## config.mk

```make
export PLATFORM = sky130hd
export DESIGN_NAME = pipe_tail
export DESIGN_NICKNAME = d
export VERILOG_FILES = /design/src/rtl/pipe_pkg.sv /design/src/rtl/data_ram.sv /design/src/rtl/mem_stage.sv /design/src/rtl/pipe_tail.sv /design/src/rtl/reg_file.sv /design/src/rtl/wb_stage.sv
export VERILOG_INCLUDE_DIRS = /design/src /design/src/rtl
export SDC_FILE = /design/constraint.sdc
export NUM_CORES = 2
export LEC_CHECK = 0
export BUFFER_PORTS_ARGS = -buffer_cell sky130_fd_sc_hd__buf_2
export CELL_PAD_IN_SITES_DETAIL_PLACEMENT = 1
export CELL_PAD_IN_SITES_GLOBAL_PLACEMENT = 2
export CORE_MARGIN = 2
export CORE_UTILIZATION = 45
export CTS_CLUSTER_DIAMETER = 80
export DETAILED_ROUTE_END_ITERATION = 12
export PLACE_DENSITY_LB_ADDON = 0.1
export SYNTH_ARGS = -nofsm -noshare
export SYNTH_HDL_FRONTEND = slang
export SYNTH_SLANG_ARGS = --single-unit
```

## constraint.sdc

```tcl
create_clock -name clk -period 4.8 [get_ports clk]
set_input_delay 0.48 -clock clk [delete_from_list [all_inputs] [get_ports clk]]
set_output_delay 0.48 -clock clk [all_outputs]
set_load 0.05 [all_outputs]
```

## src/rtl/pipe_defines.svh

```systemverilog
`ifndef PIPE_DEFINES_SVH
`define PIPE_DEFINES_SVH

// machine word
`define DATA_W      32

// general register file
`define REG_NUM     32
`define REG_AW      5    // log2 of REG_NUM

// on-chip data ram, in words
`define DRAM_DEPTH  64
`define DRAM_AW     6    // word address bits

// byte offset bits inside a word
`define WORD_OFS    2

`endif

```

## src/rtl/pipe_pkg.sv

```systemverilog
`include "pipe_defines.svh"

package pipe_pkg;

    // memory access kind carried down from execute
    typedef enum logic [1:0] {
        MEM_NONE  = 2'd0,
        MEM_LOAD  = 2'd1,
        MEM_STORE = 2'd2
    } mem_op_e;

    // execute -> memory stage
    typedef struct packed {
        logic                ex;          // raised upstream
        mem_op_e             mem_op;
        logic                gr_we;
        logic [`REG_AW-1:0]  dest;
        logic [`DATA_W-1:0]  alu_result;  // also the load/store address
        logic [`DATA_W-1:0]  store_data;
        logic [`DATA_W-1:0]  pc;
        logic                pad;
    } es_to_ms_bus_t;

    // memory -> writeback stage
    typedef struct packed {
        logic                ex;
        logic                gr_we;
        logic [`REG_AW-1:0]  dest;
        logic [`DATA_W-1:0]  final_result;
        logic [`DATA_W-1:0]  pc;
    } ms_to_ws_bus_t;

    // writeback -> register file write port
    typedef struct packed {
        logic                we;
        logic [`REG_AW-1:0]  waddr;
        logic [`DATA_W-1:0]  wdata;
    } ws_to_rf_bus_t;

endpackage

```

## src/rtl/data_ram.sv

```systemverilog
`include "pipe_defines.svh"

module data_ram (
    input  logic                clk,
    input  logic                we,
    input  logic [`DRAM_AW-1:0] addr,   // word address
    input  logic [`DATA_W-1:0]  wdata,
    output logic [`DATA_W-1:0]  rdata
);

    logic [`DATA_W-1:0] mem [`DRAM_DEPTH];

    // known contents at time zero, loads of untouched words give 0
    initial begin
        for (int i = 0; i < `DRAM_DEPTH; i++) begin
            mem[i] = '0;
        end
    end

    // write on the edge
    always @(posedge clk) begin
        if (we) begin
            mem[addr] <= wdata;
        end
    end

    // async read, load result is ready in the same cycle
    assign rdata = mem[addr];

endmodule

```

## src/rtl/mem_stage.sv

```systemverilog
`include "pipe_defines.svh"

module mem_stage
    import pipe_pkg::*;
(
    input  logic                clk,
    input  logic                reset,
    // from execute
    input  logic                es_to_ms_valid,
    input  es_to_ms_bus_t       es_to_ms_bus,
    output logic                ms_allowin,
    // to writeback
    input  logic                ws_allowin,
    output logic                ms_to_ws_valid,
    output ms_to_ws_bus_t       ms_to_ws_bus,
    // data ram port
    output logic                ram_we,
    output logic [`DRAM_AW-1:0] ram_addr,
    output logic [`DATA_W-1:0]  ram_wdata,
    input  logic [`DATA_W-1:0]  ram_rdata,
    // forwarding to decode
    output logic [`REG_AW-1:0]  ms_fwd_dest,
    output logic [`DATA_W-1:0]  ms_fwd_result
);

    logic               ms_valid;
    logic               ms_ready_go;
    es_to_ms_bus_t      es_to_ms_bus_r;   // payload, no reset
    logic               is_mem_op;
    logic               misaligned;
    logic               ms_ex;
    logic [`DATA_W-1:0] final_result;

    // never stalls today, hook left for a multi-cycle memory later
    assign ms_ready_go    = 1'b1;
    assign ms_allowin     = !ms_valid || (ms_ready_go && ws_allowin);
    assign ms_to_ws_valid = ms_valid && ms_ready_go;

    always_ff @(posedge clk) begin
        if (reset) begin
            ms_valid <= 1'b0;
        end else if (ms_allowin) begin
            ms_valid <= es_to_ms_valid;
        end
    end

    always_ff @(posedge clk) begin
        if (es_to_ms_valid && ms_allowin) begin
            es_to_ms_bus_r <= es_to_ms_bus;
        end
    end

    // word accesses only, low two address bits must be 0
    assign is_mem_op  = (es_to_ms_bus_r.mem_op == MEM_LOAD) ||
                        (es_to_ms_bus_r.mem_op == MEM_STORE);
    assign misaligned = is_mem_op && (|es_to_ms_bus_r.alu_result[`WORD_OFS-1:0]);
    assign ms_ex      = es_to_ms_bus_r.ex || misaligned;  // merge with upstream ex

    // store goes out only for a live, clean instruction
    assign ram_we    = ms_valid && (es_to_ms_bus_r.mem_op == MEM_STORE) && !ms_ex;
    assign ram_addr  = es_to_ms_bus_r.alu_result[`DRAM_AW+`WORD_OFS-1:`WORD_OFS];
    assign ram_wdata = es_to_ms_bus_r.store_data;

    // loads take the ram word, everything else passes the alu result
    assign final_result = (es_to_ms_bus_r.mem_op == MEM_LOAD) ? ram_rdata
                                                              : es_to_ms_bus_r.alu_result;

    always_comb begin
        ms_to_ws_bus.ex           = ms_ex;
        ms_to_ws_bus.gr_we        = es_to_ms_bus_r.gr_we;
        ms_to_ws_bus.dest         = es_to_ms_bus_r.dest;
        ms_to_ws_bus.final_result = final_result;
        ms_to_ws_bus.pc           = es_to_ms_bus_r.pc;
    end

    // dest 0 means nothing to forward
    assign ms_fwd_dest   = (ms_valid && es_to_ms_bus_r.gr_we && !ms_ex) ?
                           es_to_ms_bus_r.dest : '0;
    assign ms_fwd_result = final_result;

endmodule

```

## src/rtl/pipe_tail.sv

```systemverilog
`include "pipe_defines.svh"

module pipe_tail
    import pipe_pkg::*;
(
    input  logic               clk,
    input  logic               reset,
    // from execute
    input  logic               es_to_ms_valid,
    input  es_to_ms_bus_t      es_to_ms_bus,
    output logic               ms_allowin,
    // decode read ports
    input  logic [`REG_AW-1:0] raddr1,
    input  logic [`REG_AW-1:0] raddr2,
    output logic [`DATA_W-1:0] rdata1,
    output logic [`DATA_W-1:0] rdata2,
    // forwarding
    output logic [`REG_AW-1:0] ms_fwd_dest,
    output logic [`DATA_W-1:0] ms_fwd_result,
    output logic [`REG_AW-1:0] ws_fwd_dest,
    output logic [`DATA_W-1:0] ws_fwd_result,
    // trace
    output logic [`DATA_W-1:0] debug_wb_pc,
    output logic [3:0]         debug_wb_rf_wen,
    output logic [`REG_AW-1:0] debug_wb_rf_wnum,
    output logic [`DATA_W-1:0] debug_wb_rf_wdata
);

    logic                ws_allowin;
    logic                ms_to_ws_valid;
    ms_to_ws_bus_t       ms_to_ws_bus;
    ws_to_rf_bus_t       ws_to_rf_bus;
    logic                ram_we;
    logic [`DRAM_AW-1:0] ram_addr;
    logic [`DATA_W-1:0]  ram_wdata;
    logic [`DATA_W-1:0]  ram_rdata;

    mem_stage u_mem_stage (
        .clk            (clk),
        .reset          (reset),
        .es_to_ms_valid (es_to_ms_valid),
        .es_to_ms_bus   (es_to_ms_bus),
        .ms_allowin     (ms_allowin),
        .ws_allowin     (ws_allowin),
        .ms_to_ws_valid (ms_to_ws_valid),
        .ms_to_ws_bus   (ms_to_ws_bus),
        .ram_we         (ram_we),
        .ram_addr       (ram_addr),
        .ram_wdata      (ram_wdata),
        .ram_rdata      (ram_rdata),
        .ms_fwd_dest    (ms_fwd_dest),
        .ms_fwd_result  (ms_fwd_result)
    );

    data_ram u_data_ram (
        .clk   (clk),
        .we    (ram_we),
        .addr  (ram_addr),
        .wdata (ram_wdata),
        .rdata (ram_rdata)
    );

    wb_stage u_wb_stage (
        .clk               (clk),
        .reset             (reset),
        .ms_to_ws_valid    (ms_to_ws_valid),
        .ms_to_ws_bus      (ms_to_ws_bus),
        .ws_allowin        (ws_allowin),
        .ws_to_rf_bus      (ws_to_rf_bus),
        .ws_fwd_dest       (ws_fwd_dest),
        .ws_fwd_result     (ws_fwd_result),
        .debug_wb_pc       (debug_wb_pc),
        .debug_wb_rf_wen   (debug_wb_rf_wen),
        .debug_wb_rf_wnum  (debug_wb_rf_wnum),
        .debug_wb_rf_wdata (debug_wb_rf_wdata)
    );

    reg_file u_reg_file (
        .clk          (clk),
        .reset        (reset),
        .ws_to_rf_bus (ws_to_rf_bus),
        .raddr1       (raddr1),
        .raddr2       (raddr2),
        .rdata1       (rdata1),
        .rdata2       (rdata2)
    );

endmodule

```

## src/rtl/reg_file.sv

```systemverilog
`include "pipe_defines.svh"

module reg_file
    import pipe_pkg::*;
(
    input  logic               clk,
    input  logic               reset,
    input  ws_to_rf_bus_t      ws_to_rf_bus,
    input  logic [`REG_AW-1:0] raddr1,
    input  logic [`REG_AW-1:0] raddr2,
    output logic [`DATA_W-1:0] rdata1,
    output logic [`DATA_W-1:0] rdata2
);

    logic [`DATA_W-1:0] regs [`REG_NUM];

    // r0 is cleared here and never written afterwards
    always_ff @(posedge clk) begin
        if (reset) begin
            for (int i = 0; i < `REG_NUM; i++) begin
                regs[i] <= '0;
            end
        end else if (ws_to_rf_bus.we && (ws_to_rf_bus.waddr != '0)) begin
            regs[ws_to_rf_bus.waddr] <= ws_to_rf_bus.wdata;
        end
    end

    // no write bypass, decode forwards from wb instead
    assign rdata1 = (raddr1 == '0) ? '0 : regs[raddr1];
    assign rdata2 = (raddr2 == '0) ? '0 : regs[raddr2];

endmodule

```

## src/rtl/wb_stage.sv

```systemverilog
`include "pipe_defines.svh"

module wb_stage
    import pipe_pkg::*;
(
    input  logic               clk,
    input  logic               reset,
    // from memory stage
    input  logic               ms_to_ws_valid,
    input  ms_to_ws_bus_t      ms_to_ws_bus,
    output logic               ws_allowin,
    // register file write port
    output ws_to_rf_bus_t      ws_to_rf_bus,
    // forwarding to decode
    output logic [`REG_AW-1:0] ws_fwd_dest,
    output logic [`DATA_W-1:0] ws_fwd_result,
    // trace port
    output logic [`DATA_W-1:0] debug_wb_pc,
    output logic [3:0]         debug_wb_rf_wen,
    output logic [`REG_AW-1:0] debug_wb_rf_wnum,
    output logic [`DATA_W-1:0] debug_wb_rf_wdata
);

    logic          ws_valid;
    logic          ws_ready_go;
    ms_to_ws_bus_t ms_to_ws_bus_r;
    logic          rf_we;

    assign ws_ready_go = 1'b1;   // last stage, nothing downstream
    assign ws_allowin  = !ws_valid || ws_ready_go;

    always_ff @(posedge clk) begin
        if (reset) begin
            ws_valid <= 1'b0;
        end else if (ws_allowin) begin
            ws_valid <= ms_to_ws_valid;
        end
    end

    always_ff @(posedge clk) begin
        if (ms_to_ws_valid && ws_allowin) begin
            ms_to_ws_bus_r <= ms_to_ws_bus;
        end
    end

    // an excepting instruction retires without touching the rf
    assign rf_we = ws_valid && ms_to_ws_bus_r.gr_we && !ms_to_ws_bus_r.ex;

    always_comb begin
        ws_to_rf_bus.we    = rf_we;
        ws_to_rf_bus.waddr = ms_to_ws_bus_r.dest;
        ws_to_rf_bus.wdata = ms_to_ws_bus_r.final_result;
    end

    assign ws_fwd_dest   = ms_to_ws_bus_r.dest & {`REG_AW{ws_valid}};  // zero when empty
    assign ws_fwd_result = ms_to_ws_bus_r.final_result;

    // byte enables of the trace, all or nothing for word writes
    assign debug_wb_pc       = ms_to_ws_bus_r.pc;
    assign debug_wb_rf_wen   = {4{rf_we}};
    assign debug_wb_rf_wnum  = ms_to_ws_bus_r.dest;
    assign debug_wb_rf_wdata = ms_to_ws_bus_r.final_result;

endmodule

```

==> flow_summary.toml <==
[sta]
report.final.hold_viol_count = 0
max_slew.worst_pin.slew_ps = 1293
layout_min_cycle_time_ps = 4813
final.setup.tns_ps = -13.45
setup_ws_ps = -13.45
setup_viol = 1
final-max-slew-violation-count = 0
holdWs_ps = 64.42
post-route-period-util_pct = 100.3
slew_headroom_pct = 13.81
max_clock_skew_ps = 70.23
rsz0062_at_grt = "yes"
fmaxAchievable_mhz = 207.8

[synthesis]
post_synth_main_area_contributors = "sky130_fd_sc_hd__edfxtp_1 70%, sky130_fd_sc_hd__mux4_2 15%, sky130_fd_sc_hd__and2_1 4.5%"
synth-edff-count = 3248
synthCells = 7467
avgSynthCellArea_um2 = 18.70
yosys.area.top_type = "sky130_fd_sc_hd__edfxtp_1"
synthAdderAreaFrac_pct = 0.01792
main_synth_ff_type = "sky130_fd_sc_hd__edfxtp_1"
summed_instance_area_of_the_synthesized_netlist_um2 = 139600
yosys_warns = 0
synth-compound-area-share_pct = 2.457
total_of_flip_flops_plus_latches_after_synthesis = 3256
share_of_flip_flops_with_an_asynchronous_set_or_reset_after_synthesis_pct = 0
synthSimpleGateAreaFrac_pct = 5.988
synth_largest_type_area_fraction_pct = 69.84
synth-xor-area-share_pct = 0
muxShareOfSynthArea_pct = 18.69
synth_seq_area_share_pct = 69.96
combinational_family_with_the_most_area_after_synthesis = "multiplexers"
netlist-cell-type-count = 43

[cells_and_area]
layout-area-overhead-vs-synth_pct = 15.31
seqCellArea_um2 = 97710
multi_input_comb_area_um2 = 39000
fin_util_pct = 52.14
instances_no_fill = 12460
final_cell_mix = "3248 x sky130_fd_sc_hd__edfxtp_1, 998 x sky130_fd_sc_hd__and2_1, 928 x sky130_fd_sc_hd__mux4_2"
final_cell_area_um2 = 161000
most_frequent_standard_cell_in_the_layout_excluding_fill_and_tap_cells = "sky130_fd_sc_hd__edfxtp_1"
net_count_reported_at_finish = 8168
layout.filler_cells = 27670
final_layout_size_suffix_gt1_share_pct = 28.66

[global_route]
antenna_found_initial = 33
grt_overflow_total = 0
gr-usage-all-layers_pct = 28.86
first_global_vias = 79150
largest_net_degree_at_the_start_of_global_routing = 110
grt_first_pass_wirelength_um = 631800

[floorplan]
chipHeight_um = 561.1
area_enclosed_by_the_die_boundary_um2 = 314800
placeable_core_region_um2 = 308800
boundaryPins = 331
fp.dieW_um = 561.1
floorplan.initialDensity_pct = 45.21
core.rowCount = 204

[clock_tree]
insertion_delay_of_the_later_clocked_pin_in_the_worst_skew_pair_ps = 990
tritoncts_clock_tree = "done"
clk_pin_slew_ps = 70
clockRootBuffer = "sky130_fd_sc_hd__clkbuf_16"
cts.sink_count = 3256
clockBufferDepth = 4
h-tree-depth = 5
numCtsBuffers = 356

[route]
drc = 0
routed-via-count = 75370
first_pass_iters = 7
post_drt_wl_per_cell_um = 36.62
detail-route-antenna-nets = 0
wirelength_um = 456400
via_per_inst = 6.048
detailedRoute.firstIterationViolations = 7847

[placed_design]
dpl.cell_count = 11690
preCtsSetupSlack_ps = 229.9
place_area_um2 = 148800
globalplace.congestion = 0.8456
place.detailed.hpwl_um = 278800
portBuffers = 328

[worst_setup_path]
crit_chain = "inv_1, buf_4, o21ai_0, a41oi_1, buf_4, a221o_1, buf_12"
cp_slowest_stage_delay_ps = 700
worst_path_max_delay_cell = "sky130_fd_sc_hd__dfxtp_4"
required_time_worst_endpoint_ps = 4320
setup.reg_to_reg.worst_slack_ps = 790
cp-end-kind = "output port"
worst-endpoint-arrival_ps = 4330
worst-setup-path-type = "reg -> out"
crit_path_max_fanout = 19
start_kind = "register"
cp_common_cell = "sky130_fd_sc_hd__buf_4"

[flow_run]
drv.max_cap_violation_count = 0

[power_and_ir_drop]
totalPowerFinal_mw = 65.47
power.ir.vdd_worst_mv = 0.3880
leakagePower_nw = 54.68
p_per_area_nw_per_um2 = 406.6

[outcome]
violations = "setup timing"
run_status = "complete, but fails checks"

[min_path]
timing.hold.worst.class = "in -> reg"
registers in the layout, summed over array words and instances, names as in the netlist, named ones only:
| name | count |
|---|---|
| u_data_ram.mem | 2048 |
| u_mem_stage.es_to_ms_bus_r | 29 |
| u_mem_stage.ms_to_ws_bus | 38 |
| u_mem_stage.ms_to_ws_valid | 1 |
| u_mem_stage.ram_addr | 6 |
| u_mem_stage.ram_wdata | 32 |
| u_reg_file.regs | 1024 |
| u_wb_stage.debug_wb_pc | 32 |
| u_wb_stage.debug_wb_rf_wdata | 32 |
| u_wb_stage.debug_wb_rf_wnum | 5 |
| u_wb_stage.ms_to_ws_bus_r | 2 |
| u_wb_stage.ws_valid | 1 |
cell families after synthesis:
kind of cell	after synthesis
AND/OR/NAND/NOR	1450
other	2
buffers and inverters	796
adder cells (fa/ha/maj)	2
AO/OA/AOI/OAI	515
flip-flops	3256
multiplexers	1446
cell usage after synthesis (39+ instances only):
| master | n |
|---|---|
| sky130_fd_sc_hd__edfxtp_1 | 3248 |
| sky130_fd_sc_hd__and2_1 | 999 |
| sky130_fd_sc_hd__mux4_2 | 928 |
| sky130_fd_sc_hd__mux2i_1 | 512 |
| sky130_fd_sc_hd__clkbuf_1 | 347 |
| sky130_fd_sc_hd__nor2_1 | 204 |
| sky130_fd_sc_hd__buf_4 | 183 |
| sky130_fd_sc_hd__buf_2 | 136 |
| sky130_fd_sc_hd__a22oi_1 | 128 |
| sky130_fd_sc_hd__o21ai_0 | 96 |
| sky130_fd_sc_hd__o21ai_1 | 96 |
| sky130_fd_sc_hd__o22ai_1 | 96 |
| sky130_fd_sc_hd__nand2_1 | 80 |
| sky130_fd_sc_hd__inv_1 | 76 |
| sky130_fd_sc_hd__nor2b_1 | 42 |
| sky130_fd_sc_hd__nand3_1 | 39 |
final cells by class:
| type | count | area share [%] |
|---|---|---|
| well taps | 4120 | 3.201 |
| clock inverters | 191 | 0.9192 |
| diodes | 11 | 0.01709 |
| inverters | 76 | 0.1772 |
| clock buffers | 452 | 5.821 |
| repair buffers | 909 | 4.962 |
| flip-flops and latches | 3256 | 60.68 |
| multi-input cells | 3448 | 24.22 |
metal layers:
layer / part of all wire (%) / GRT usage, % / up-vias
li1: - / - / 30890
met1: 39 / 37.33 / 40950
met2: 52 / 50.07 / 2802
met3: 5.7 / 3.306 / 720
met4: 4.1 / 11.05 / 6
met5: 0.0090 / 0 / -
final timing paths:
kind,startpoint,cells after the start,end
setup / recovery,register,7,ms_fwd_result[26]
hold / removal,es_to_ms_valid,1,u_mem_stage.ram_wdata[13]
setup reg to reg,u_mem_stage.es_to_ms_bus_r[104],7,u_data_ram.mem[42][6]
hold reg to reg,u_mem_stage.ms_to_ws_bus[10],0,u_wb_stage.debug_wb_pc[10]
critical path, delay by kind of cell (launching register included):
kind	cells	cell delay, ps
buffers and inverters	4	1350
AOI/OAI and AO/OA	3	1260
DFF	1	700
power by group:
part           switching (mW)  internal (mW)
clock                    11.5           14.5
sequential              0.360           31.9
combinational            4.63           2.55
what timing repair did:
| action | in CTS | in global routing |
|---|---|---|
| setup buffers | 8 | 0 |
| hold buffers | 105 | 0 |
| hold endpoints to repair | 111 | 0 |
| resized for setup | 35 | 16 |
| pin swaps | 1 | 0 |
| setup endpoints to repair | 26 | 22 |
| gates cloned | 2 | 0 |
Power figures use the tool's default switching activity.
